==> src/rv32_mul_pkg.sv <==
`default_nettype none

package rv32_mul_pkg;

    // Width of the reorder-buffer tag carried with every multiply
    // The top level derives its own tag width from ROB_DEPTH and matches this by default
    localparam int ROB_IDX_W = 3;

    // The four RV32M multiply flavours
    // MUL returns the low word, the others return the high word of the 64-bit product
    typedef enum logic [1:0] {
        MUL    = 2'b00,
        MULH   = 2'b01,
        MULHSU = 2'b10,
        MULHU  = 2'b11
    } mul_op_t;

    // One operation handed over by the issue logic
    // The start bit is a single-cycle strobe and the rest is payload
    typedef struct packed {
        logic                 start;
        mul_op_t              op;
        logic [31:0]          rs1_v;
        logic [31:0]          rs2_v;
        logic [ROB_IDX_W-1:0] rob_idx;
    } mul_issue_t;

    // Request from the dispatcher to a single multiplier
    // Same content as the issue word, but registered and steered to one unit
    typedef struct packed {
        logic                 start;
        mul_op_t              op;
        logic [31:0]          a;
        logic [31:0]          b;
        logic [ROB_IDX_W-1:0] rob_idx;
    } mul_req_t;

    // Result broadcast on the common data bus
    // Valid is high for one cycle per finished multiply
    typedef struct packed {
        logic                 valid;
        logic [ROB_IDX_W-1:0] rob_idx;
        logic [31:0]          rd_value;
    } cdb_t;

endpackage

`default_nettype wire

==> src/mul_dispatch.sv <==
`default_nettype none

module mul_dispatch #(
    parameter int NUM_MUL = 2
) (
    input  logic                       clk,
    input  logic                       rst,
    input  rv32_mul_pkg::mul_issue_t   issue,
    input  logic [NUM_MUL-1:0]         busy,
    output logic                       fu_ready,
    output rv32_mul_pkg::mul_req_t     req [NUM_MUL]
);
    import rv32_mul_pkg::*;

    // Start strobes toward each unit, cleared by reset
    logic [NUM_MUL-1:0] start_q;

    // Operation payload held per unit, only meaningful while its start is high
    mul_op_t              op_q  [NUM_MUL];
    logic [31:0]          a_q   [NUM_MUL];
    logic [31:0]          b_q   [NUM_MUL];
    logic [ROB_IDX_W-1:0] tag_q [NUM_MUL];

    logic [NUM_MUL-1:0] free;
    logic [NUM_MUL-1:0] grant;

    // A unit issued to in the last cycle has its start pending but busy not yet up
    // Counting the pending start as taken keeps the same unit from being picked twice
    assign free = ~(busy | start_q);

    // Ready as long as any unit can take an operation in this cycle
    assign fu_ready = |free;

    // Priority pick of the lowest-numbered free unit
    always_comb begin
        logic found;
        found = 1'b0;
        grant = '0;
        for (int i = 0; i < NUM_MUL; i++) begin
            if (!found && free[i]) begin
                grant[i] = 1'b1;
                found    = 1'b1;
            end
        end
    end

    // The start bit is a single-cycle strobe into the granted unit
    always_ff @(posedge clk) begin
        if (rst) begin
            start_q <= '0;
        end else begin
            start_q <= issue.start ? grant : '0;
        end
    end

    // Capture the operands into the granted slot only
    always_ff @(posedge clk) begin
        for (int i = 0; i < NUM_MUL; i++) begin
            if (issue.start && grant[i]) begin
                op_q[i]  <= issue.op;
                a_q[i]   <= issue.rs1_v;
                b_q[i]   <= issue.rs2_v;
                tag_q[i] <= issue.rob_idx;
            end
        end
    end

    // Assemble the request words seen by the multipliers
    always_comb begin
        for (int i = 0; i < NUM_MUL; i++) begin
            req[i].start   = start_q[i];
            req[i].op      = op_q[i];
            req[i].a       = a_q[i];
            req[i].b       = b_q[i];
            req[i].rob_idx = tag_q[i];
        end
    end

endmodule

`default_nettype wire

==> config.mk <==
export PLATFORM = sky130hd
export DESIGN_NAME = mul_dispatch
export DESIGN_NICKNAME = d
export VERILOG_FILES = /design/src/rv32_mul_pkg.sv /design/src/mul_dispatch.sv
export SDC_FILE = /design/constraint.sdc
export NUM_CORES = 1
export LEC_CHECK = 0
export ABC_AREA = 1
export BUFFER_PORTS_ARGS = -buffer_cell sky130_fd_sc_hd__buf_2
export CORE_MARGIN = 3
export CORE_UTILIZATION = 45
export DETAILED_ROUTE_END_ITERATION = 6
export GPL_TIMING_DRIVEN = 0
export PLACE_DENSITY = 0.79
export SLEW_MARGIN = 30
export SYNTH_ARGS = -nofsm -noshare
export SYNTH_HDL_FRONTEND = slang
export SYNTH_SLANG_ARGS = --single-unit
==> constraint.sdc <==
create_clock -name clk -period 5.6 [get_ports clk]
set_input_delay 1.12 -clock clk [delete_from_list [all_inputs] [get_ports clk]]
set_output_delay 1.12 -clock clk [all_outputs]
set_load 0.03 [all_outputs]
Word-level counts from Yosys, hierarchy flattened --
Memories as Yosys holds them, arrays and structs flattened. Index checks and enable logic that the tools add are counted.
Operators by class: reductions and logical operators 10, muxes and demuxes 18, bitwise operators 3
Operator list (count):
- 2-to-1 mux 32 bit | 2
- OR reduction 32 bit | 2
- 2-to-1 mux 1 bit | 14
- OR reduction 2 bit | 3
- logical AND 1 bit | 3
- 2-to-1 mux 3 bit | 1
- OR reduction 3 bit | 1
- 2-to-1 mux 2 bit | 1
- inverter 2 bit | 1
- OR 2 bit | 1
- zero test 1 bit | 1
- inverter 1 bit | 1
Storage, ports and cells: memories kept 4, output and inout port bits 141, register bits 2, logic and storage cells 36, input bits 74, memory bits (writable) 138
Memory list:
- a_q | words 2, bits a word 32, rd ports 2, clocked after Yosys merged registers in 0, write ports 1, line mul_dispatch.sv:20 | logic [31:0] a_q [NUM_MUL];
- b_q | words 2, bits a word 32, rd ports 2, clocked after Yosys merged registers in 0, write ports 1, line mul_dispatch.sv:21 | logic [31:0] b_q [NUM_MUL];
- tag_q | words 2, bits a word 3, rd ports 2, clocked after Yosys merged registers in 0, write ports 1, line mul_dispatch.sv:22 | logic [ROB_IDX_W-1:0] tag_q [NUM_MUL];
- op_q | words 2, bits a word 2, rd ports 2, clocked after Yosys merged registers in 0, write ports 1, line mul_dispatch.sv:19 | mul_op_t op_q [NUM_MUL];

Depth between registers and ports, before layout --
Gate-level depths: netlist (run 1).
depth after elaboration 11, mapped depth 4, mapped depth without buffers 4

Least setup slack after synthesis (run 1) --
No wires, ideal clock.
kind in2reg, start point input port busy[0], end point memory a_q[1][0], in the netlist a_q[0][32], enable pin, setup time 0.498 ns, arrival 4.190 ns, slack 0.912 ns, stages 4, buffers on the path 0, data required time 5.102 ns, path through inv_1 nand2_2 nand2_2 nor2_1
Between the ends: longest elaborated chain between the ends 11, elaborated cells on any way between the ends 15, classes of those cells 8 x mux; 2 x bitwise; 5 x reduce/logical
Ends and longest elaborated chain:
- from (decl) | line mul_dispatch.sv:9 | input logic [NUM_MUL-1:0] busy,
- OR 2 bit (*) | line mul_dispatch.sv:29 | assign free = ~(busy | start_q);
- inverter 2 bit (*) | line mul_dispatch.sv:29
- 2-to-1 mux 1 bit (*) | line mul_dispatch.sv:40 | if (!found && free[i]) begin
- zero test 1 bit | line mul_dispatch.sv:40
- logical AND 1 bit | line mul_dispatch.sv:40
- 2-to-1 mux 1 bit | line mul_dispatch.sv:40
- logical AND 1 bit | line mul_dispatch.sv:59 | if (issue.start && grant[i]) begin
- 2-to-1 mux 1 bit | line mul_dispatch.sv:59
- 2-to-1 mux 1 bit (implied by the code) | line mul_dispatch.sv:61 | a_q[i] <= issue.rs1_v;
- OR reduction 32 bit (no line)
- 2-to-1 mux 1 bit (no line)
- to (decl) | line mul_dispatch.sv:20
Mark *: on every way between the ends. The rest lies on a longest branch, timed or not.

Worst setup path in the final report (run 1) --
start point input port busy[0], end point output port fu_ready
Between the ends: longest elaborated chain between the ends 3
Ends and longest elaborated chain:
- OR 2 bit | line mul_dispatch.sv:29
- inverter 2 bit | line mul_dispatch.sv:29
- OR reduction 2 bit | line mul_dispatch.sv:32 | assign fu_ready = |free;
- to (decl) | line mul_dispatch.sv:10 | output logic fu_ready,
Every way passes these cells.

==> impl_metrics.ini, run 1 <==
[power]
peakVddDrop_uv = 211
p_comb_share_pct = 7.4
p_switching_mw = 0.542
power_frac_clock_pct = 42.8
powerDensity_nw_per_um2 = 393
swShare_pct = 22.3
p_leak_nw = 2.51
p_seq_share_pct = 49.7
p_int_mw = 1.89

[route]
vias = 2375
drt-vias-per-instance = 4.64
drc = 0
wire_per_inst_um = 17.1
drt-total-wl_um = 8760
drtAntennaViolNets = 0
first_pass_iters = 4
first_iter_violations = 65

[synth]
synth_xor_area_share_pct = 0
synth_compound_area_share_pct = 0.118
synth-edff-count = 138
ys_seq_area_share_pct = 98.6
ys_warn_count = 0
synth_top_family_by_area = simple AND/OR/NAND/NOR gates
netlist_instances = 153
ys_ff_latch = 140
synthMuxAreaShare_pct = 0
synth.most_common_cell = edfxtp_1
yosysTopAreaCell = edfxtp_1
yosys.cell_types.count = 8
async_reset_ff_share_pct = 0
synth.top_cell.area_share_pct = 97.7
synth.avg_cell_area_um2 = 27.7
synthTopCellsByCount = edfxtp_1, inv_1, nor2_1
yosys.area_share.adder_pct = 0
ys_top_cells_by_area = edfxtp_1, dfxtp_1, inv_1, nor2_1, nand2_2
synthFlopType = edfxtp_1
synth_simple_gate_area_share_pct = 0.885
synth_area_um2 = 4240
syn_nets = 227

[critical_path]
worstSetupStartpointType = primary input
cp_slowest_stage_delay_ns = 0.22
cp_cell_sequence = buf_2 -> inv_1 -> nand2_2 -> o21ai_0 -> buf_2
path_class = primary input to primary output
cp_common_cell = buf_2
cp_slowest_cell = buf_2
crit_path_max_fanout = 4
crit_arrival_ns = 1.66
cp.required_ns = 4.48
end_kind = primary output

[timing]
timing.fmax_mhz = 360
slew_viol_final = 0
setup_violations = 0
worst_pin_slew_ns = 0.470
whs_ns = 0.576
rsz0062_at_grt = no
hold_violations = 0
slew_headroom_pct = 68.6
fin_crit_sh_pct = 49.6
fin_crit_ns = 2.78
fin_skew_ns = 0.00942

[clock_tree]
cts.htree.levels = 4
cts_num_sinks = 140
ctsHoldBuffers = 0
cts_tree = done
postCtsResizedCells = 0
root_buffer = clkbuf_8
clkLatencyLatePin_ns = 0.50
max-clock-path-buffers = 2
numCtsBuffers = 17
postCtsSetupBuffers = 0
clk_pin_slew_ns = 0.06

[placed_design]
gp_congestion = 0.674
placed_cells = 481
port_buffers = 214
place_area_um2 = 5620
hpwlAfterDp_um = 6510

[global_routing]
grt_pass1_vias = 2372
antenna_found_initial = 1
overflow = 0
grt_first_pass_wirelength_um = 12500
grt_max_degree = 26
grtUsageTotal_pct = 16.3

[layout]
final_layout_size_suffix_gt1_share_pct = 62.9
diodes = 0
area_growth_pct = 45.6
fin_nets = 466
design_area_um2 = 6180
fin_cells = 512

[floorplan]
ios = 215
die_w_um = 103
die_area_um2 = 10600
coreArea_um2 = 8930
start_util_pct = 47.5
rows = 34
die_h_um = 103

[outcome]
status = complete, no violations

[job]
max_cap_violations = 0

[hold_path]
hold_class = flip-flop to flip-flop
## worst paths after layout
check | from | endpoint | cells after the start | slack [ns]
min reg2reg | start_q[0] | start_q[0] | 3 | 0.58
min | start_q[0] | start_q[0] | 3 | 0.58
max | busy[0] | fu_ready | 5 | 2.82
max reg2reg | start_q[0] | b_q[0][37] | 6 | 3.94
## cells by family (layout without fill, tap and decap cells)
kind of cell           after synthesis  in the layout
DFF                                140            140
and+or+nand+nor                      8              8
buffers and inverters                4            255
AOI/OAI and AO/OA                    1              1
## critical path, delay by kind of cell
kind | cells | cell delay [ns]
buffers and inverters | 3 | 0.36
and+or+nand+nor | 1 | 0.09
AOI/OAI and AO/OA | 1 | 0.08
## cells in the final DEF (no fill, tap or decap)
| cell type | count |
|---|---|
| nor2_1 | 2 |
| inv_1 | 4 |
| clkinv_2 | 1 |
| nor2_2 | 1 |
| clkbuf_8 | 1 |
| nand2_1 | 1 |
| buf_2 | 214 |
| clkinv_4 | 3 |
| clkinvlp_4 | 3 |
| o21ai_0 | 1 |
| dfxtp_1 | 2 |
| clkbuf_16 | 16 |
| nor2_4 | 2 |
| edfxtp_1 | 138 |
| nand2_2 | 2 |
| clkinv_1 | 1 |
| buf_8 | 1 |
| buf_16 | 5 |
| clkbuf_1 | 1 |
| inv_6 | 3 |
| bufinv_16 | 2 |
## registers in the layout (all words and copies together), names as in the netlist
name / cells
op_q: 4
b_q: 64
a_q: 64
start_q: 2
tag_q: 6
## layout make-up
type | instances | area [um^2]
well taps | 108 | 135
clock inverters | 13 | 144
repair buffers | 220 | 1220
flip-flops and latches | 140 | 4180
multi-input cells | 9 | 57.6
clock buffers | 18 | 418
fillers | 590 | 2760
inverters | 4 | 15.0
## stage by stage
stage / TNS, ns / power, mW / utilization, % / worst slack (ns)
finish: 0 / 2.43 / 69.1 / 2.82
global route: 0 / 2.51 / 69.1 / 2.77
CTS: 0 / 2.46 / 69.1 / 2.82
detailed placement: 0 / 1.41 / 62.9 / 2.82
global placement: -54.51 / 1.40 / 61.0 / -0.415
floorplan: 0 / 1.33 / - / 0.912
## metal layers
metal	part of all wire, %	GRT usage [%]	wire (um)	vias to the layer above
li1	-	-	-	1095
met1	34	17.0	2990	1125
met2	54	27.8	4740	141
met3	10	8.39	919	12
met4	1.1	6.77	94	2
met5	0.17	0	15	-
## power by group through the flow
stage	Sequential, mW	Clock (mW)	Combinational [mW]
floorplan	1.31	0	0.0172
global placement	1.23	0	0.163
detailed placement	1.23	0	0.183
CTS	1.21	1.07	0.183
global route	1.21	1.11	0.192
finish	1.21	1.04	0.181
No activity file was read; power rests on OpenSTA's default activity.
==> run 2: changes to the inputs <==
- clock period: 5.6 -> 2.6 ns (I/O delays scaled with it)
==> impl_metrics.ini, run 2 (synthesis results as in run 1) <==
[outcome]
status = complete, no violations

[route]
first_pass_iters = 4
first_iter_violations = 100
wire_per_inst_um = 17.4
vias = 2409
drt-vias-per-instance = 4.70
drc = 0
drtAntennaViolNets = 0
drt-total-wl_um = 8920

[floorplan]
ios = 215
start_util_pct = 47.5
coreArea_um2 = 8930
rows = 34
die_area_um2 = 10600
die_h_um = 103
die_w_um = 103

[hold_path]
hold_path_end = a_q[0][9]
holdPathStages = 1
hold_class = primary input to flip-flop
hold_start = issue[44]

[layout]
layout_commonest_cell = buf_2
final_cell_mix = buf_2, edfxtp_1, clkbuf_16
area_growth_pct = 46.5
diodes = 0
final_layout_size_suffix_gt1_share_pct = 62.7
fin_nets = 466
fin_cells = 513
top_regs = a_q x64, b_q x64, tag_q x6
fillers = 570

[clock_tree]
cts.htree.levels = 4
postCtsSetupBuffers = 0
cts_tree = done
cts_num_sinks = 140
ctsHoldBuffers = 0
clkLatencyLatePin_ns = 0.50
postCtsResizedCells = 0
numCtsBuffers = 17
clk_pin_slew_ns = 0.06
root_buffer = clkbuf_8
max-clock-path-buffers = 2

[global_routing]
grtUsageTotal_pct = 16.5
grt_max_degree = 25
overflow = 0
grt_first_pass_wirelength_um = 12700
antenna_found_initial = 1
grt_pass1_vias = 2530

[critical_path]
crit_arrival_ns = 1.29
end_kind = primary output
r2r_end = b_q[0][53]
path_class = flip-flop to primary output
rr_worst_depth = 6
cp.required_ns = 2.08
r2r_slack_ns = 0.90
crit_path_max_fanout = 4
r2r_start = start_q[0]
worstSetupStartpointType = flip-flop

[timing]
slew_viol_final = 0
slew_headroom_pct = 67.4
setup_violations = 0
fin_skew_ns = 0.0154
fin_tns_setup_ns = 0
fin_crit_ns = 1.81
worst_pin_slew_ns = 0.488
fin_crit_sh_pct = 69.5
hold_violations = 0
rsz0062_at_grt = no
timing.fmax_mhz = 554

[placed_design]
port_buffers = 214
hpwlAfterDp_um = 6590
placed_cells = 481
gp_congestion = 0.700

[power]
powerDensity_nw_per_um2 = 858
peakVddDrop_uv = 492
p_leak_nw = 2.52

[job]
max_cap_violations = 0
[run 2: cell types whose count changed in the layout (fill, tap and decap cells not counted), sizes merged]
cell    change
bufinv      +1
clkbuf      +2
clkinv      -2
[run 2: layer usage]
layer | up-vias | GRT usage, % | share of wire (%)
met5 | - | 0 | 0.22
met4 | 2 | 6.87 | 0.95
met3 | 10 | 7.37 | 9.2
met2 | 136 | 28.5 | 54
met1 | 1161 | 17.7 | 36
li1 | 1100 | - | -
[run 2: per-stage QoR]
stage / setup WS, ns / hold slack, ns / utilization (%) / power [mW] / instance area, um^2
after floorplan: 0.402 / 0.619 / - / 2.86 / 4260
after global placement: -0.135 / 0.567 / 61.1 / 3.01 / 5460
after detailed placement: 0.632 / 0.585 / 63.0 / 3.05 / 5630
after CTS: 0.755 / 0.183 / 69.6 / 5.39 / 6210
after global routing: 0.706 / 0.180 / 69.6 / 5.51 / 6210
final: 0.794 / 0.205 / 69.6 / 5.33 / 6210
[run 2: where the power goes]
group	total [mW]	internal (mW)	leakage (nW)	switching, mW
combinational	0.392	0.119	0.952	0.274
clock	2.34	1.47	0.276	0.868
sequential	2.60	2.58	1.30	0.0195
total	5.33	4.17	2.52	1.16
[run 2: layout make-up]
cell class              count  area, um^2  share of cell area [%]
repair buffers            220        1240                    19.9
clock inverters            12         161                    2.60
inverters                   4        15.0                   0.242
well taps                 108         135                    2.17
multi-input cells           9        57.6                   0.926
flip-flops and latches    140        4180                    67.3
clock buffers              20         425                    6.85
[run 2: how the worst max path moves through the flow]
| stage | startpoint | endpoint | slack, ns |
|---|---|---|---|
| floorplan | start_q[0] | a_q[0][32] | 0.40 |
| global placement | busy[0] | b_q[0][48] | -0.13 |
| detailed placement | busy[0] | a_q[0][58] | 0.63 |
| CTS | start_q[0] | fu_ready | 0.76 |
| global route | start_q[0] | fu_ready | 0.71 |
| finish | start_q[0] | fu_ready | 0.79 |
[run 2: worst max-delay path, cell delays in order (launching register included)]
cell,delay (ns)
dfxtp_1,0.34
inv_1,0.06
nand2_2,0.11
o21ai_0,0.10
buf_2,0.19
