### config.mk
export PLATFORM = sky130hd
export DESIGN_NAME = shift_add_multiplier
export DESIGN_NICKNAME = d
export VERILOG_FILES = /design/src/rv32_mul_pkg.sv /design/src/shift_add_multiplier.sv
export SDC_FILE = /design/constraint.sdc
export NUM_CORES = 1
export LEC_CHECK = 0
export BUFFER_PORTS_ARGS = -buffer_cell sky130_fd_sc_hd__buf_2
export CAP_MARGIN = 10
export CORE_MARGIN = 2
export CORE_UTILIZATION = 45
export CTS_BUF_LIST = sky130_fd_sc_hd__clkbuf_4
export CTS_CLUSTER_DIAMETER = 30
export DETAILED_ROUTE_END_ITERATION = 16
export PLACE_DENSITY = 0.76
export SKIP_CTS_REPAIR_TIMING = 1
export SYNTH_ARGS = -nofsm -noshare
export SYNTH_HDL_FRONTEND = slang
export SYNTH_SLANG_ARGS = --single-unit
### constraint.sdc
create_clock -name clk -period 3.9 [get_ports clk]
set_clock_uncertainty 0.2 [all_clocks]
set_input_delay 0 -clock clk [delete_from_list [all_inputs] [get_ports clk]]
set_output_delay 0 -clock clk [all_outputs]
set_load 0.03 [all_outputs]
### src/rv32_mul_pkg.sv
`default_nettype none

package rv32_mul_pkg;

    // Width of the reorder-buffer tag carried with every multiply
    // The top level derives its own tag width from ROB_DEPTH and matches this by default
    localparam int ROB_IDX_W = 3;

    // The four RV32M multiply flavours
    // MUL returns the low word, the others return the high word of the 64-bit product
    typedef enum logic [1:0] {
        MUL    = 2'b00,
        MULH   = 2'b01,
        MULHSU = 2'b10,
        MULHU  = 2'b11
    } mul_op_t;

    // One operation handed over by the issue logic
    // The start bit is a single-cycle strobe and the rest is payload
    typedef struct packed {
        logic                 start;
        mul_op_t              op;
        logic [31:0]          rs1_v;
        logic [31:0]          rs2_v;
        logic [ROB_IDX_W-1:0] rob_idx;
    } mul_issue_t;

    // Request from the dispatcher to a single multiplier
    // Same content as the issue word, but registered and steered to one unit
    typedef struct packed {
        logic                 start;
        mul_op_t              op;
        logic [31:0]          a;
        logic [31:0]          b;
        logic [ROB_IDX_W-1:0] rob_idx;
    } mul_req_t;

    // Result broadcast on the common data bus
    // Valid is high for one cycle per finished multiply
    typedef struct packed {
        logic                 valid;
        logic [ROB_IDX_W-1:0] rob_idx;
        logic [31:0]          rd_value;
    } cdb_t;

endpackage

`default_nettype wire

### src/shift_add_multiplier.sv
`default_nettype none

module shift_add_multiplier #(
    parameter int ROB_DEPTH = 8
) (
    input  logic                         clk,
    input  logic                         rst,
    input  rv32_mul_pkg::mul_req_t       req,
    input  logic                         ack,
    output logic                         busy,
    output logic                         done,
    output logic [31:0]                  result,
    output logic [$clog2(ROB_DEPTH)-1:0] tag
);
    import rv32_mul_pkg::*;

    // Control state
    logic       running;
    logic [4:0] count;

    // Datapath registers loaded on start
    logic [31:0] mcand;
    logic [63:0] acc;
    logic        negate;
    logic        want_low;

    // Operand conditioning on the incoming request
    logic        a_signed;
    logic        b_signed;
    logic        a_neg;
    logic        b_neg;
    logic [31:0] a_mag;
    logic [31:0] b_mag;

    // One add-and-shift step and the final sign fix-up
    logic [32:0] partial;
    logic [63:0] acc_next;
    logic [63:0] product;
    logic        last_iter;
    logic        load;

    // Busy covers the iterations and the wait for the arbiter
    assign busy = running | done;
    assign load = req.start && !busy;

    // MUL is taken as signed by signed, its low word is the same either way
    always_comb begin
        a_signed = (req.op != MULHU);
        b_signed = (req.op == MUL) || (req.op == MULH);
        a_neg    = a_signed && req.a[31];
        b_neg    = b_signed && req.b[31];
        // The magnitude of the most negative value still fits as unsigned
        a_mag    = a_neg ? (~req.a + 32'd1) : req.a;
        b_mag    = b_neg ? (~req.b + 32'd1) : req.b;
    end

    // The multiplier sits in the low half of acc and is shifted out bit by bit
    // The multiplicand is added into the high half when the current bit is set
    assign partial   = {1'b0, acc[63:32]} + (acc[0] ? {1'b0, mcand} : 33'd0);
    assign acc_next  = {partial, acc[31:1]};
    assign product   = negate ? (~acc_next + 64'd1) : acc_next;
    assign last_iter = (count == 5'd31);

    always_ff @(posedge clk) begin
        if (rst) begin
            running <= 1'b0;
            done    <= 1'b0;
            count   <= '0;
        end else begin
            if (load) begin
                running <= 1'b1;
                count   <= '0;
            end else if (running) begin
                count <= count + 5'd1;
                // Sign fix-up happens on the edge of the last iteration
                if (last_iter) begin
                    running <= 1'b0;
                    done    <= 1'b1;
                end
            end else if (done && ack) begin
                done <= 1'b0;
            end
        end
    end

    always_ff @(posedge clk) begin
        if (load) begin
            acc      <= {32'd0, b_mag};
            mcand    <= a_mag;
            negate   <= a_neg ^ b_neg;
            want_low <= (req.op == MUL);
            tag      <= req.rob_idx;
        end else if (running) begin
            acc <= acc_next;
            if (last_iter) begin
                result <= want_low ? product[31:0] : product[63:32];
            end
        end
    end

endmodule

`default_nettype wire

# == Word level (Yosys, flattened, before mapping) ==
# Index checks and enable logic that the tools add are counted.
# word_totals
ff_bits,140
inputBits,73
wordCells,50
# op_classes
addsub,5
n_eq_ne,4
n_mux,13
n_bitwise,6
n_reduce_logical,12
# ops
cell,n
$mux 32,6
$add 32x1->32 const B,2
$add 64x1->64 const B,1
$mux 64,1
$not 32->32,2
$not 64->64,1
$add 32x32->33,1
$mux 1,6
$reduce_and 3->1,2
$add 5x1->5 const B,1
$eq 5x5->1 const B,1
$logic_and 1x1->1,4
$reduce_bool 2->1,2
$eq 2x1->1 const B,1
$logic_not 2->1,1
$ne 2x1->1 const B,1
$ne 2x2->1 const B,1
$reduce_or 2->1,1
$logic_not 1->1,1
$logic_or 1x1->1,1
$not 1->1,1
$or 1x1->1,1
$xor 1x1->1,1

# == Logic depth before layout (Yosys ltp) ==
# Gate-level depths: netlist (run 1).
# depth
word_depth,6
mapped_depth,16
depth_no_buf,14

# == Worst setup path before layout (run 1) ==
# Ideal clock, no wire load.
# synth_path
path_type,reg-to-reg
start,reg acc[0]
end,reg result[30] (data pin)
setup_ps,257
arrival_time_ps,3896
setup_slack_ps,-453
stages_incl_launch_ff,16
path_buffers,1
period_less_slack_ps,4353
cell_sequence,edfxtp_1 -> clkbuf_1 -> and2_1 -> ha_1 -> inv_1 -> fa_1 -> and2b_2 -> or4_1 -> a211o_1 -> a22oi_2 -> nand2_1 -> or4_4 -> or4_4 -> nor4_2 -> mux2i_1 -> nand2_1
# synth_between
elab_chain_len,6
# synth_lines
item,line_no,rtl
"start, declared",shift_add_multiplier.sv:23,logic [63:0] acc;
"start signal, assigned",shift_add_multiplier.sv:88,"acc <= {32'd0, b_mag};"
"start signal, assigned",shift_add_multiplier.sv:94,acc <= acc_next;
$mux 32 (*),shift_add_multiplier.sv:59,"assign partial = {1'b0, acc[63:32]} + (acc[0] ? {1'b0, mcand} : 33'd0);"
$add 32x32->33 (*),shift_add_multiplier.sv:59,
$not 64->64,shift_add_multiplier.sv:61,assign product = negate ? (~acc_next + 64'd1) : acc_next;
$add 64x1->64,shift_add_multiplier.sv:61,
$mux 64 (*),shift_add_multiplier.sv:61,
$mux 32 (*),shift_add_multiplier.sv:96,result <= want_low ? product[31:0] : product[63:32];
"end signal, assigned",shift_add_multiplier.sv:96,
"end, declared",shift_add_multiplier.sv:12,"output logic [31:0] result,"
# Mark *: on every way between the ends. The rest lies on a longest branch, timed or not.
# A chain may end at the register's enable or synchronous reset.

# == Worst setup path after layout (run 1) ==
# Same ends and word-level chain as after synthesis.

==> results of run 1 <==
==> metal layers <==
metal,vias to the layer above,track usage [%],wire [microns]
li1,4935,-,-
met1,5043,33.14,13620
met2,512,39.64,16700
met3,100,3.720,2176
met4,0,6.509,1068
met5,-,0,0
==> metrics by stage <==
| stage | instances | power (mW) |
|---|---|---|
| 2_1_floorplan | 1127 | 3.576 |
| 3_3_place_gp | 1648 | 4.769 |
| 3_5_place_dp | 1648 | 4.816 |
| 4_1_cts | 1680 | 5.834 |
| 5_1_grt | 1820 | 6.875 |
| 6_report | 1820 | 6.551 |
==> registers in the layout (all words and copies together), names as in the netlist <==
signal,flops
negate,1
acc,64
tag,3
done,1
count,5
want_low,1
running,1
result,32
mcand,32
==> layout make-up <==
class / count / area, sq um / area share (%)
tap: 280 / 350.3 / 2.395
timing repair buffer: 430 / 3353 / 22.93
clock inverter: 15 / 173.9 / 1.189
sequential: 140 / 3814 / 26.07
clock buffer: 17 / 127.6 / 0.8725
antenna: 1 / 2.502 / 0.01711
inverter: 20 / 75.07 / 0.5133
multi-input combinational: 917 / 6730 / 46.01
==> power groups by stage <==
stage | logic, mW | registers (mW) | clock network [mW]
after global placement | 2.75 | 2.02 | 0
after floorplan | 1.60 | 1.97 | 0
after detailed placement | 2.80 | 2.02 | 0
final | 3.50 | 2.02 | 1.04
after CTS | 2.81 | 1.99 | 1.04
after global routing | 3.73 | 2.04 | 1.10
==> Yosys cell counts, types with 4 or more instances <==
master / count / area share (%)
and3_1: 9 / 0.56
a211oi_1: 8 / 0.60
or4_1: 11 / 0.82
nand3b_1: 4 / 0.30
o22ai_1: 4 / 0.25
or3_1: 13 / 0.81
nand4_1: 6 / 0.37
a211o_1: 4 / 0.35
o211ai_1: 10 / 0.74
o21ai_0: 110 / 5.5
inv_1: 20 / 0.74
nor3_1: 24 / 1.2
mux2i_1: 11 / 1.1
clkbuf_1: 33 / 1.2
a22o_1: 12 / 1.0
nor4_1: 13 / 0.81
or2_2: 4 / 0.25
a31oi_1: 5 / 0.31
nand2_1: 167 / 6.2
o41ai_1: 14 / 1.2
and2_1: 39 / 2.4
or4_4: 5 / 0.56
nor3b_1: 4 / 0.30
nand2b_1: 11 / 0.68
a21oi_1: 64 / 3.2
dfxtp_1: 39 / 7.7
o21ai_1: 10 / 0.50
xnor2_1: 79 / 6.9
buf_1: 6 / 0.22
o21a_1: 6 / 0.45
a21o_2: 4 / 0.35
o31ai_1: 29 / 2.2
nand3_1: 23 / 1.1
edfxtp_1: 101 / 30
nor2_1: 56 / 2.1
a21o_1: 9 / 0.67
ha_1: 37 / 4.6
xor2_1: 62 / 5.4
==> logic make-up (layout without fill, tap and decap cells) <==
kind of cell    after synthesis  in the layout  synth area share [%]
xor+xnor                    142            142                 12.41
simple gates                407            407                 20.34
compound gates              318            318                 20.28
fa+ha+maj                    38             38                 4.790
buf+inv                      70            482                 3.152
other cells                   0              1                     0
mux                          12             12                 1.204
flops                       140            140                 37.83
==> layout by cell type, fill, tap and decap left out, types with 39 or more instances in the layout <==
cell	synthesis	layout
buf_4	1	183
nand2_1	167	158
dlygate4sd3_1	1	121
buf_2	1	109
edfxtp_1	101	101
o21ai_0	110	92
xnor2_1	79	77
xor2_1	62	61
nor2_1	56	53
a21oi_1	64	46
dfxtp_1	39	39
==> critical path: stages, from the launching register on <==
cell      delay (ns)
edfxtp_1        0.47
and2_1          0.18
ha_2            0.17
inv_2           0.05
fa_2            0.18
and2b_2         0.23
or4_1           0.50
a211o_1         0.30
a22oi_2         0.23
nand2_2         0.11
or4_4           0.50
or4_4           0.52
nor4_4          0.18
mux2i_1         0.22
nand2_1         0.07
==> worst max-delay path by stage <==
stage,from,end,slack (ns)
floorplan,acc[0],result[16],-0.39
global placement,acc[0],result[28],-0.36
detailed placement,acc[0],result[31],-0.44
CTS,acc[0],result[28],-0.45
global route,acc[0],result[30],-0.57
finish,acc[0],result[30],-0.42
==> qor.txt, run 1 <==
Run status: complete, but fails checks
Failing checks: setup timing
Primary FF master, synth: edfxtp_1
WL per Instance: 18.45 microns
Static Leak: 5.871 nW
Gate Count Post-Synth: 1127
Gp weighted congestion: 0.9598
Fin util: 66.82%
Dpl ws: -0.4415 ns
Vias in the first global route: 9106
Max Cap Viol: 0
Launch point of the worst hold path: ack
Max Root-Sink Buffers: 2
Synth Warn #: 0
Worst slew margin: 20.59%
Synth-to-layout area growth: 45.07%
Die Y: 153.7 microns
Initial DRC count: 1179
Nets@finish: 1637
Starting Density: 46.06%
Design Area, Final: 0.01463 sq mm
R2r startpoint: acc[0]
Gr ovfl total: 0
Unrepaired setup endpoints after global routing: true
Setup Viol. Count Final: 23
Netlist cell types: 85
Worst Hold Endpoint: done
H-tree levels: 4
Share of layout cells above drive strength 1: 31.32%
Total CTS buffers: 17
# rows: 54
Post-Syn Area: 0.01008 sq mm
Root buffer cell: clkbuf_4
I/O Pins: 110
WL final: 33570 microns
Setup crit end kind: flop
Combinational power share: 53.4%
Initial DRT Pass Iterations: 5
Remaining DRCs: 0
Final period demand of the worst path: 4.322 ns
CP Max Fanout: 6
Cell internal pwr: 3.880 mW
Sw Pwr: 2.671 mW
Clk Latency, worst-skew pair: 0.57 ns
Reg-to-reg slack, setup: -0.42 ns
Sequential cell fraction of total power: 30.8%
Data required, critical path: 4.05 ns
Max Clk Rate: 231.4 MHz
Sequential-to-total area share from yosys stat: 37.83%
Final Hold Vio Count: 0
Worst vdd ir: 267.8 uV
Clock sinks: 140
Total GRT Usage: 24.07%
Worst min path class: input pin to flop
TNS Setup: -5.960 ns
Setup ws final: -0.4225 ns
Reg2Reg Depth: 14
Worst Path Arrival: 4.47 ns
Net Count, Synth: 1238
Layout filler cell count: 1603
Hold path depth: 4
IO Port Bufs: 109
First-pass GRT wire length: 46040 microns
Reg-to-reg critical path endpoint: result[30]
Final hold slack: 0.02305 ns
EDFF count, synth: 101
Final Cycle Share: 110.8%
Post-DRT Antenna Nets: 0
CTS tree: yes
Vias: 10590
Setup CP Type: flop to flop
Switching Share: 40.77%
Die width: 153.7 microns
Largest net degree at the start of global routing: 76
Dpl hpwl: 22200 microns
Post-synthesis async set-or-reset flop share: 0%
Critical Path Source Type: flop
Pwr/cell area: 447.9 mW/mm^2
Initial antenna violation count: 1
Syn avg cell area: 8.946 sq um
DIE AREA: 0.02362 sq mm
Seq cells post-synth: 140
Slew @ Worst Pin: 1.189 ns
Core area: 0.02189 sq mm
Clock share of power: 15.9%
Placed Area: 0.01215 sq mm
Max-slew violation count: 0
Clock transition at path regs: 0.15 ns
Routed vias/inst: 5.819
Note: power is estimated with default switching activity, not from simulation.
==> inputs of run 2 (changes only) <==
CORE_MARGIN = 5   (was 2)
MAX_ROUTING_LAYER = met4   (was not set)
==> run 2 against run 1 <==
  * The run still ends with setup timing left
  * Cell area shrank 3.1%
  * Clock-buffer cell count grew 1
  * Total power shrank 4.1%
  * Critical path depth is the same
  * Fmax shrank 2.3%
  * Critical endpoint is now result[20]
  * Largest power group unchanged
  * Highest routed layer unchanged
==> qor.txt, run 2 (same netlist as run 1, synthesis figures left out) <==
Max Root-Sink Buffers: 2 (unchanged)
CTS tree: yes (unchanged)
IO Port Bufs: 109 (unchanged)
Initial antenna violation count: 2 (was 1)
H-tree levels: 4 (unchanged)
Met1 usage: 29.49% (was 33.14%)
Design Area, Final: 0.01417 sq mm (was 0.01463 sq mm)
Max reg flops: 64 (unchanged)
Remaining DRCs: 0 (unchanged)
Post-DRT Antenna Nets: 0 (unchanged)
Layout filler cell count: 1644 (was 1603)
Vias: 10323 (was 10590)
Met2 Resource Use GR: 36.90% (was 39.64%)
Total Power: 6.284 mW (was 6.551 mW)
WL per Instance: 17.99 microns (was 18.45 microns)
I/O Pins: 110 (unchanged)
Sequential cell fraction of total power: 31.8% (was 30.8%)
Worst vdd ir: 279.7 uV (was 267.8 uV)
Synth-to-layout area growth: 40.51% (was 45.07%)
Core area: 0.02196 sq mm (was 0.02189 sq mm)
Sw Pwr: 2.467 mW (was 2.671 mW)
Switching Share: 39.25% (was 40.77%)
Routed vias/inst: 5.644 (was 5.819)
Nets@finish: 1643 (was 1637)
Max incr delay on CP: 0.62 ns (was 0.52 ns)
Gp weighted congestion: 0.9796 (was 0.9598)
Worst min path class: input pin to flop (unchanged)
Multi-input gate area: 0.006309 sq mm (was 0.006730 sq mm)
Clk Latency, worst-skew pair: 0.59 ns (was 0.57 ns)
Static Leak: 5.802 nW (was 5.871 nW)
Gr ovfl total: 0 (unchanged)
Clock share of power: 16.5% (was 15.9%)
Critical Path Source Type: flop (unchanged)
Dpl hpwl: 22660 microns (was 22200 microns)
Setup crit end kind: flop (unchanged)
Die width: 159.7 microns (was 153.7 microns)
Max Cap Viol: 0 (unchanged)
Most flops, register: acc (unchanged)
Starting Density: 45.91% (was 46.06%)
Setup CP Type: flop to flop (unchanged)
# rows: 54 (unchanged)
Most Used Layer, Global Route: met2 (unchanged)
Placed Area: 0.01223 sq mm (was 0.01215 sq mm)
Vias in the first global route: 8911 (was 9106)
Share of layout cells above drive strength 1: 28.28% (was 31.32%)
Unrepaired setup endpoints after global routing: true (unchanged)
Buf/Inv on CP: 1 (unchanged)
DIE AREA: 0.02550 sq mm (was 0.02362 sq mm)
Pwr/cell area: 443.6 mW/mm^2 (was 447.9 mW/mm^2)
Combinational power share: 51.7% (was 53.4%)
Met3 GRT Util: 3.943% (was 3.720%)
Final Cycle Share: 113.5% (was 110.8%)
Run status: complete, but fails checks (unchanged)
CP Max Fanout: 6 (unchanged)
Worst path cell trace: and2_4 -> ha_4 -> inv_2 -> fa_2 -> and2b_2 -> or4_1 -> a211o_1 -> a22oi_2 -> nand2_2 -> or4_4 -> or4_4 -> o21ai_1 -> xor2_1 -> o21ai_1 (was and2_1 -> ha_2 -> inv_2 -> fa_2 -> and2b_2 -> or4_1 -> a211o_1 -> a22oi_2 -> nand2_2 -> or4_4 -> or4_4 -> nor4_4 -> mux2i_1 -> nand2_1)
Max-slew violation count: 0 (unchanged)
Register Area: 0.003814 sq mm (unchanged)
Data required, critical path: 4.03 ns (was 4.05 ns)
Setup Viol. Count Final: 22 (was 23)
Largest net degree at the start of global routing: 76 (unchanged)
Cell internal pwr: 3.817 mW (was 3.880 mW)
Slew @ Worst Pin: 1.179 ns (was 1.189 ns)
Clock transition at path regs: 0.14 ns (was 0.15 ns)
Worst slew margin: 21.23% (was 20.59%)
Clock sinks: 140 (unchanged)
Final period demand of the worst path: 4.425 ns (was 4.322 ns)
Crit path max-delay family: simple AND/OR/NAND/NOR gates (unchanged)
First-pass GRT wire length: 45670 microns (was 46040 microns)
WL final: 32900 microns (was 33570 microns)
Critical-path top delay cell: or4_4 (unchanged)
Most frequent cells in the layout: buf_4, nand2_1, dlygate4sd3_1 (unchanged)
Total CTS buffers: 17 (unchanged)
Die Y: 159.7 microns (was 153.7 microns)
Worst Path Arrival: 4.55 ns (was 4.47 ns)
Total GRT Usage: 22.60% (was 24.07%)
Root buffer cell: clkbuf_4 (unchanged)
Biggest regs: acc: 64 flops, mcand: 32 flops, result: 32 flops (unchanged)
Initial DRT Pass Iterations: 8 (was 5)
Final Hold Vio Count: 0 (unchanged)
Max Clk Rate: 226.0 MHz (was 231.4 MHz)
Commonest non-fill, non-tap cell in the layout: buf_4 (unchanged)
Initial DRC count: 957 (was 1179)
Setup ws final: -0.5254 ns (was -0.4225 ns)
Failing checks: setup timing (unchanged)
[run 2: cell types whose count changed in the layout (fill, tap and decap cells not counted), sizes merged]
cell,before,now
buf,307,313
bufinv,1,2
clkbuf,19,18
clkinvlp,0,3
diode,1,4
dlygate4sd3,121,123
inv,30,25
[run 2: per-layer routing]
metal	up-vias	routed length (microns)
met5	-	0
met4	0	872
met3	88	2183
met2	451	16290
met1	4848	13550
li1	4936	-
[run 2: final timing paths]
kind	start	endpoint	slack, ns	depth (start not counted)
setup / recovery	acc[0]	result[20]	-0.53	14
hold / removal	rst	count[0]	0.01	3
setup reg to reg	acc[0]	result[20]	-0.53	14
hold reg to reg	acc[48]	acc[48]	0.27	2
[run 2: layout make-up]
class,instances,area share [%]
tap,280,2.473
timing repair buffer,436,23.41
clock buffer,18,0.9539
antenna,4,0.07066
clock inverter,14,1.113
inverter,20,0.5299
multi-input combinational,917,44.53
sequential,140,26.92
[run 2: worst min-delay path, delay by kind of cell]
kind	cells	cell delay (ns)
buffers and inverters	2	0.70
AND/OR/NAND/NOR	1	0.07
[run 2: power groups by stage]
stage / clock network [mW] / registers (mW) / logic (mW)
after floorplan: 0 / 1.97 / 1.60
after global placement: 0 / 2.02 / 2.81
after detailed placement: 0 / 2.02 / 2.84
after CTS: 1.03 / 1.98 / 2.85
after global routing: 1.11 / 2.02 / 3.50
final: 1.04 / 2.00 / 3.25
[run 2: per-stage QoR]
| stage | cells | setup TNS [ns] | utilization (%) | worst slack (ns) | hold WS, ns |
|---|---|---|---|---|---|
| 2_1_floorplan | 1127 | -3.939 | - | -0.3948 | -0.1309 |
| 3_3_place_gp | 1659 | -5.762 | 55.72 | -0.4471 | -0.02299 |
| 3_5_place_dp | 1659 | -7.002 | 55.72 | -0.5227 | -0.02123 |
| 4_1_cts | 1691 | -7.501 | 57.05 | -0.5482 | -0.6235 |
| 5_1_grt | 1828 | -9.606 | 64.50 | -0.6238 | 0.02405 |
| 6_report | 1829 | -6.358 | 64.51 | -0.5254 | 0.01037 |
==> inputs of run 3 (changes only) <==
BUFFER_PORTS_ARGS = -buffer_cell sky130_fd_sc_hd__buf_4   (was -buffer_cell sky130_fd_sc_hd__buf_2)
==> run 3 against run 2 <==
  * The flow still finishes with violations (setup timing)
  * Total power grew 4.4%
  * Hold slack improved by 0.043 ns
  * Routed wire length up 3.1%
  * Clock-buffer cell count unchanged
  * Non-clock buffer count increased by 2
  * Critical path type unchanged
  * Largest cell class unchanged
==> qor.txt, run 3 (same netlist as run 1, synthesis figures left out) <==
Total GRT Usage: 23.01% (was 22.60%)
Starting Density: 45.91% (unchanged)
Data required, critical path: 4.01 ns (was 4.03 ns)
Initial DRT Pass Iterations: 7 (was 8)
Worst min path class: input pin to flop (unchanged)
Pwr/cell area: 442.9 mW/mm^2 (was 443.6 mW/mm^2)
Share of layout cells above drive strength 1: 30.72% (was 28.28%)
Max Clk Rate: 228.4 MHz (was 226.0 MHz)
Worst slew margin: 24.27% (was 21.23%)
Gp weighted congestion: 0.9826 (was 0.9796)
Failing checks: setup timing (unchanged)
Synth-to-layout area growth: 46.95% (was 40.51%)
Max reg flops: 64 (unchanged)
Setup Viol. Count Final: 22 (unchanged)
I/O Pins: 110 (unchanged)
# rows: 54 (unchanged)
Commonest non-fill, non-tap cell in the layout: buf_4 (unchanged)
Nets@finish: 1645 (was 1643)
Root buffer cell: clkbuf_4 (unchanged)
WL per Instance: 18.54 microns (was 17.99 microns)
Unrepaired setup endpoints after global routing: true (unchanged)
Setup CP Type: flop to flop (unchanged)
Vias: 10545 (was 10323)
Run status: complete, but fails checks (unchanged)
Metal2 WL: 16750 microns (was 16290 microns)
IO Port Bufs: 109 (unchanged)
Setup crit end kind: flop (unchanged)
Max-slew violation count: 0 (unchanged)
Finished Layout Cells: 1829 (unchanged)
Reg-to-reg slack, setup: -0.48 ns (was -0.53 ns)
Remaining DRCs: 0 (unchanged)
Routed vias/inst: 5.765 (was 5.644)
CTS tree: yes (unchanged)
Hold path depth: 4 (was 3)
Worst Path Arrival: 4.49 ns (was 4.55 ns)
H-tree levels: 4 (unchanged)
Most frequent cells in the layout: buf_4, nand2_1, dlygate4sd3_1 (unchanged)
Gr ovfl total: 0 (unchanged)
Static Leak: 5.996 nW (was 5.802 nW)
WL met1: 13850 microns (was 13550 microns)
DIE AREA: 0.02550 sq mm (unchanged)
Clk Latency, worst-skew pair: 0.58 ns (was 0.59 ns)
Dpl ws: -0.5557 ns (was -0.5227 ns)
WL final: 33900 microns (was 32900 microns)
Most flops, register: acc (unchanged)
CP Max Fanout: 6 (unchanged)
Largest net degree at the start of global routing: 76 (unchanged)
Total CTS buffers: 17 (unchanged)
Core area: 0.02196 sq mm (unchanged)
Critical Path Source Type: flop (unchanged)
Biggest regs: acc: 64 flops, mcand: 32 flops, result: 32 flops (unchanged)
Max Cap Viol: 0 (unchanged)
Final Cycle Share: 112.3% (was 113.5%)
Vias in the first global route: 9163 (was 8911)
Initial antenna violation count: 3 (was 2)
Max Root-Sink Buffers: 2 (unchanged)
Dpl hpwl: 23150 microns (was 22660 microns)
Placed cell count: 1656 (was 1659)
Die Y: 159.7 microns (unchanged)
Initial DRC count: 925 (was 957)
Met3 routed WL: 2303 microns (was 2183 microns)
Setup ws final: -0.4788 ns (was -0.5254 ns)
Die width: 159.7 microns (unchanged)
Clock sinks: 140 (unchanged)
Final period demand of the worst path: 4.379 ns (was 4.425 ns)
Max Used Layer: met4 (unchanged)
Worst vdd ir: 314.9 uV (was 279.7 uV)
Slew @ Worst Pin: 1.134 ns (was 1.179 ns)
Reg2Reg Depth: 16 (was 14)
First-pass GRT wire length: 46530 microns (was 45670 microns)
Clock transition at path regs: 0.13 ns (was 0.14 ns)
Post-DRT Antenna Nets: 0 (unchanged)
Final Hold Vio Count: 0 (unchanged)
[run 3: cell types whose count changed in the layout (fill, tap and decap cells not counted), sizes merged]
cell	previous run	this run
bufinv	2	4
inv	25	23
buf	313	314
clkinv	4	3
dlygate4sd3	123	124
diode	4	3
[run 3: layer usage]
layer  global-route usage (%)  vias up
met5                        -        -
met4                    5.878        0
met3                    3.119       92
met2                    38.00      490
met1                    30.07     5009
li1                         -     4954
[run 3: path summary, 6_finish.rpt]
| check | to | start |
|---|---|---|
| hold reg to reg | acc[37] | acc[37] |
| hold / removal | done | ack |
| setup / recovery | result[14] | acc[0] |
| setup reg to reg | result[14] | acc[0] |
[run 3: report_power, final]
| group | leakage [nW] | total (mW) | internal [mW] | switching, mW |
|---|---|---|---|---|
| Sequential | 1.28 | 2.01 | 1.84 | 0.164 |
| Clock | 0.166 | 1.11 | 0.518 | 0.590 |
| Combinational | 4.55 | 3.45 | 1.67 | 1.78 |
| Total | 6.00 | 6.56 | 4.03 | 2.53 |
[run 3: final cells by class]
cell class	instances	area, sq um
clock buffer	18	135.1
clock inverter	13	191.4
sequential	140	3814
tap	280	350.3
multi-input combinational	917	6608
timing repair buffer	438	3635
antenna	3	7.507
inverter	20	75.07
fill	1573	7143
[run 3: worst max-delay path, stage by stage (launching register included)]
cell and delay [ns]:
edfxtp_1 0.46, and2_4 0.18, ha_4 0.15, inv_2 0.05, fa_2 0.18, and2b_2 0.24
o221a_4 0.23, buf_4 0.14, or3_2 0.47, a22oi_2 0.20, nand2_2 0.11, or4_4 0.51
or4_4 0.52, buf_4 0.19, nand2_2 0.06, xor2_1 0.15, o21ai_0 0.09
[run 3: metrics by stage]
| step | hold WS (ns) | instance area (sq um) | power [mW] | TNS [ns] | utilization (%) |
|---|---|---|---|---|---|
| finish | 0.05328 | 14820 | 6.562 | -6.353 | 67.47 |
| global route | 0.02438 | 14820 | 6.896 | -9.994 | 67.47 |
| CTS | -0.6395 | 12810 | 5.987 | -7.710 | 58.34 |
| detailed placement | -0.02041 | 12480 | 4.896 | -7.451 | 56.85 |
| global placement | -0.02182 | 12480 | 4.848 | -5.382 | 56.85 |
| floorplan | -0.1309 | 10130 | 3.576 | -3.939 | - |
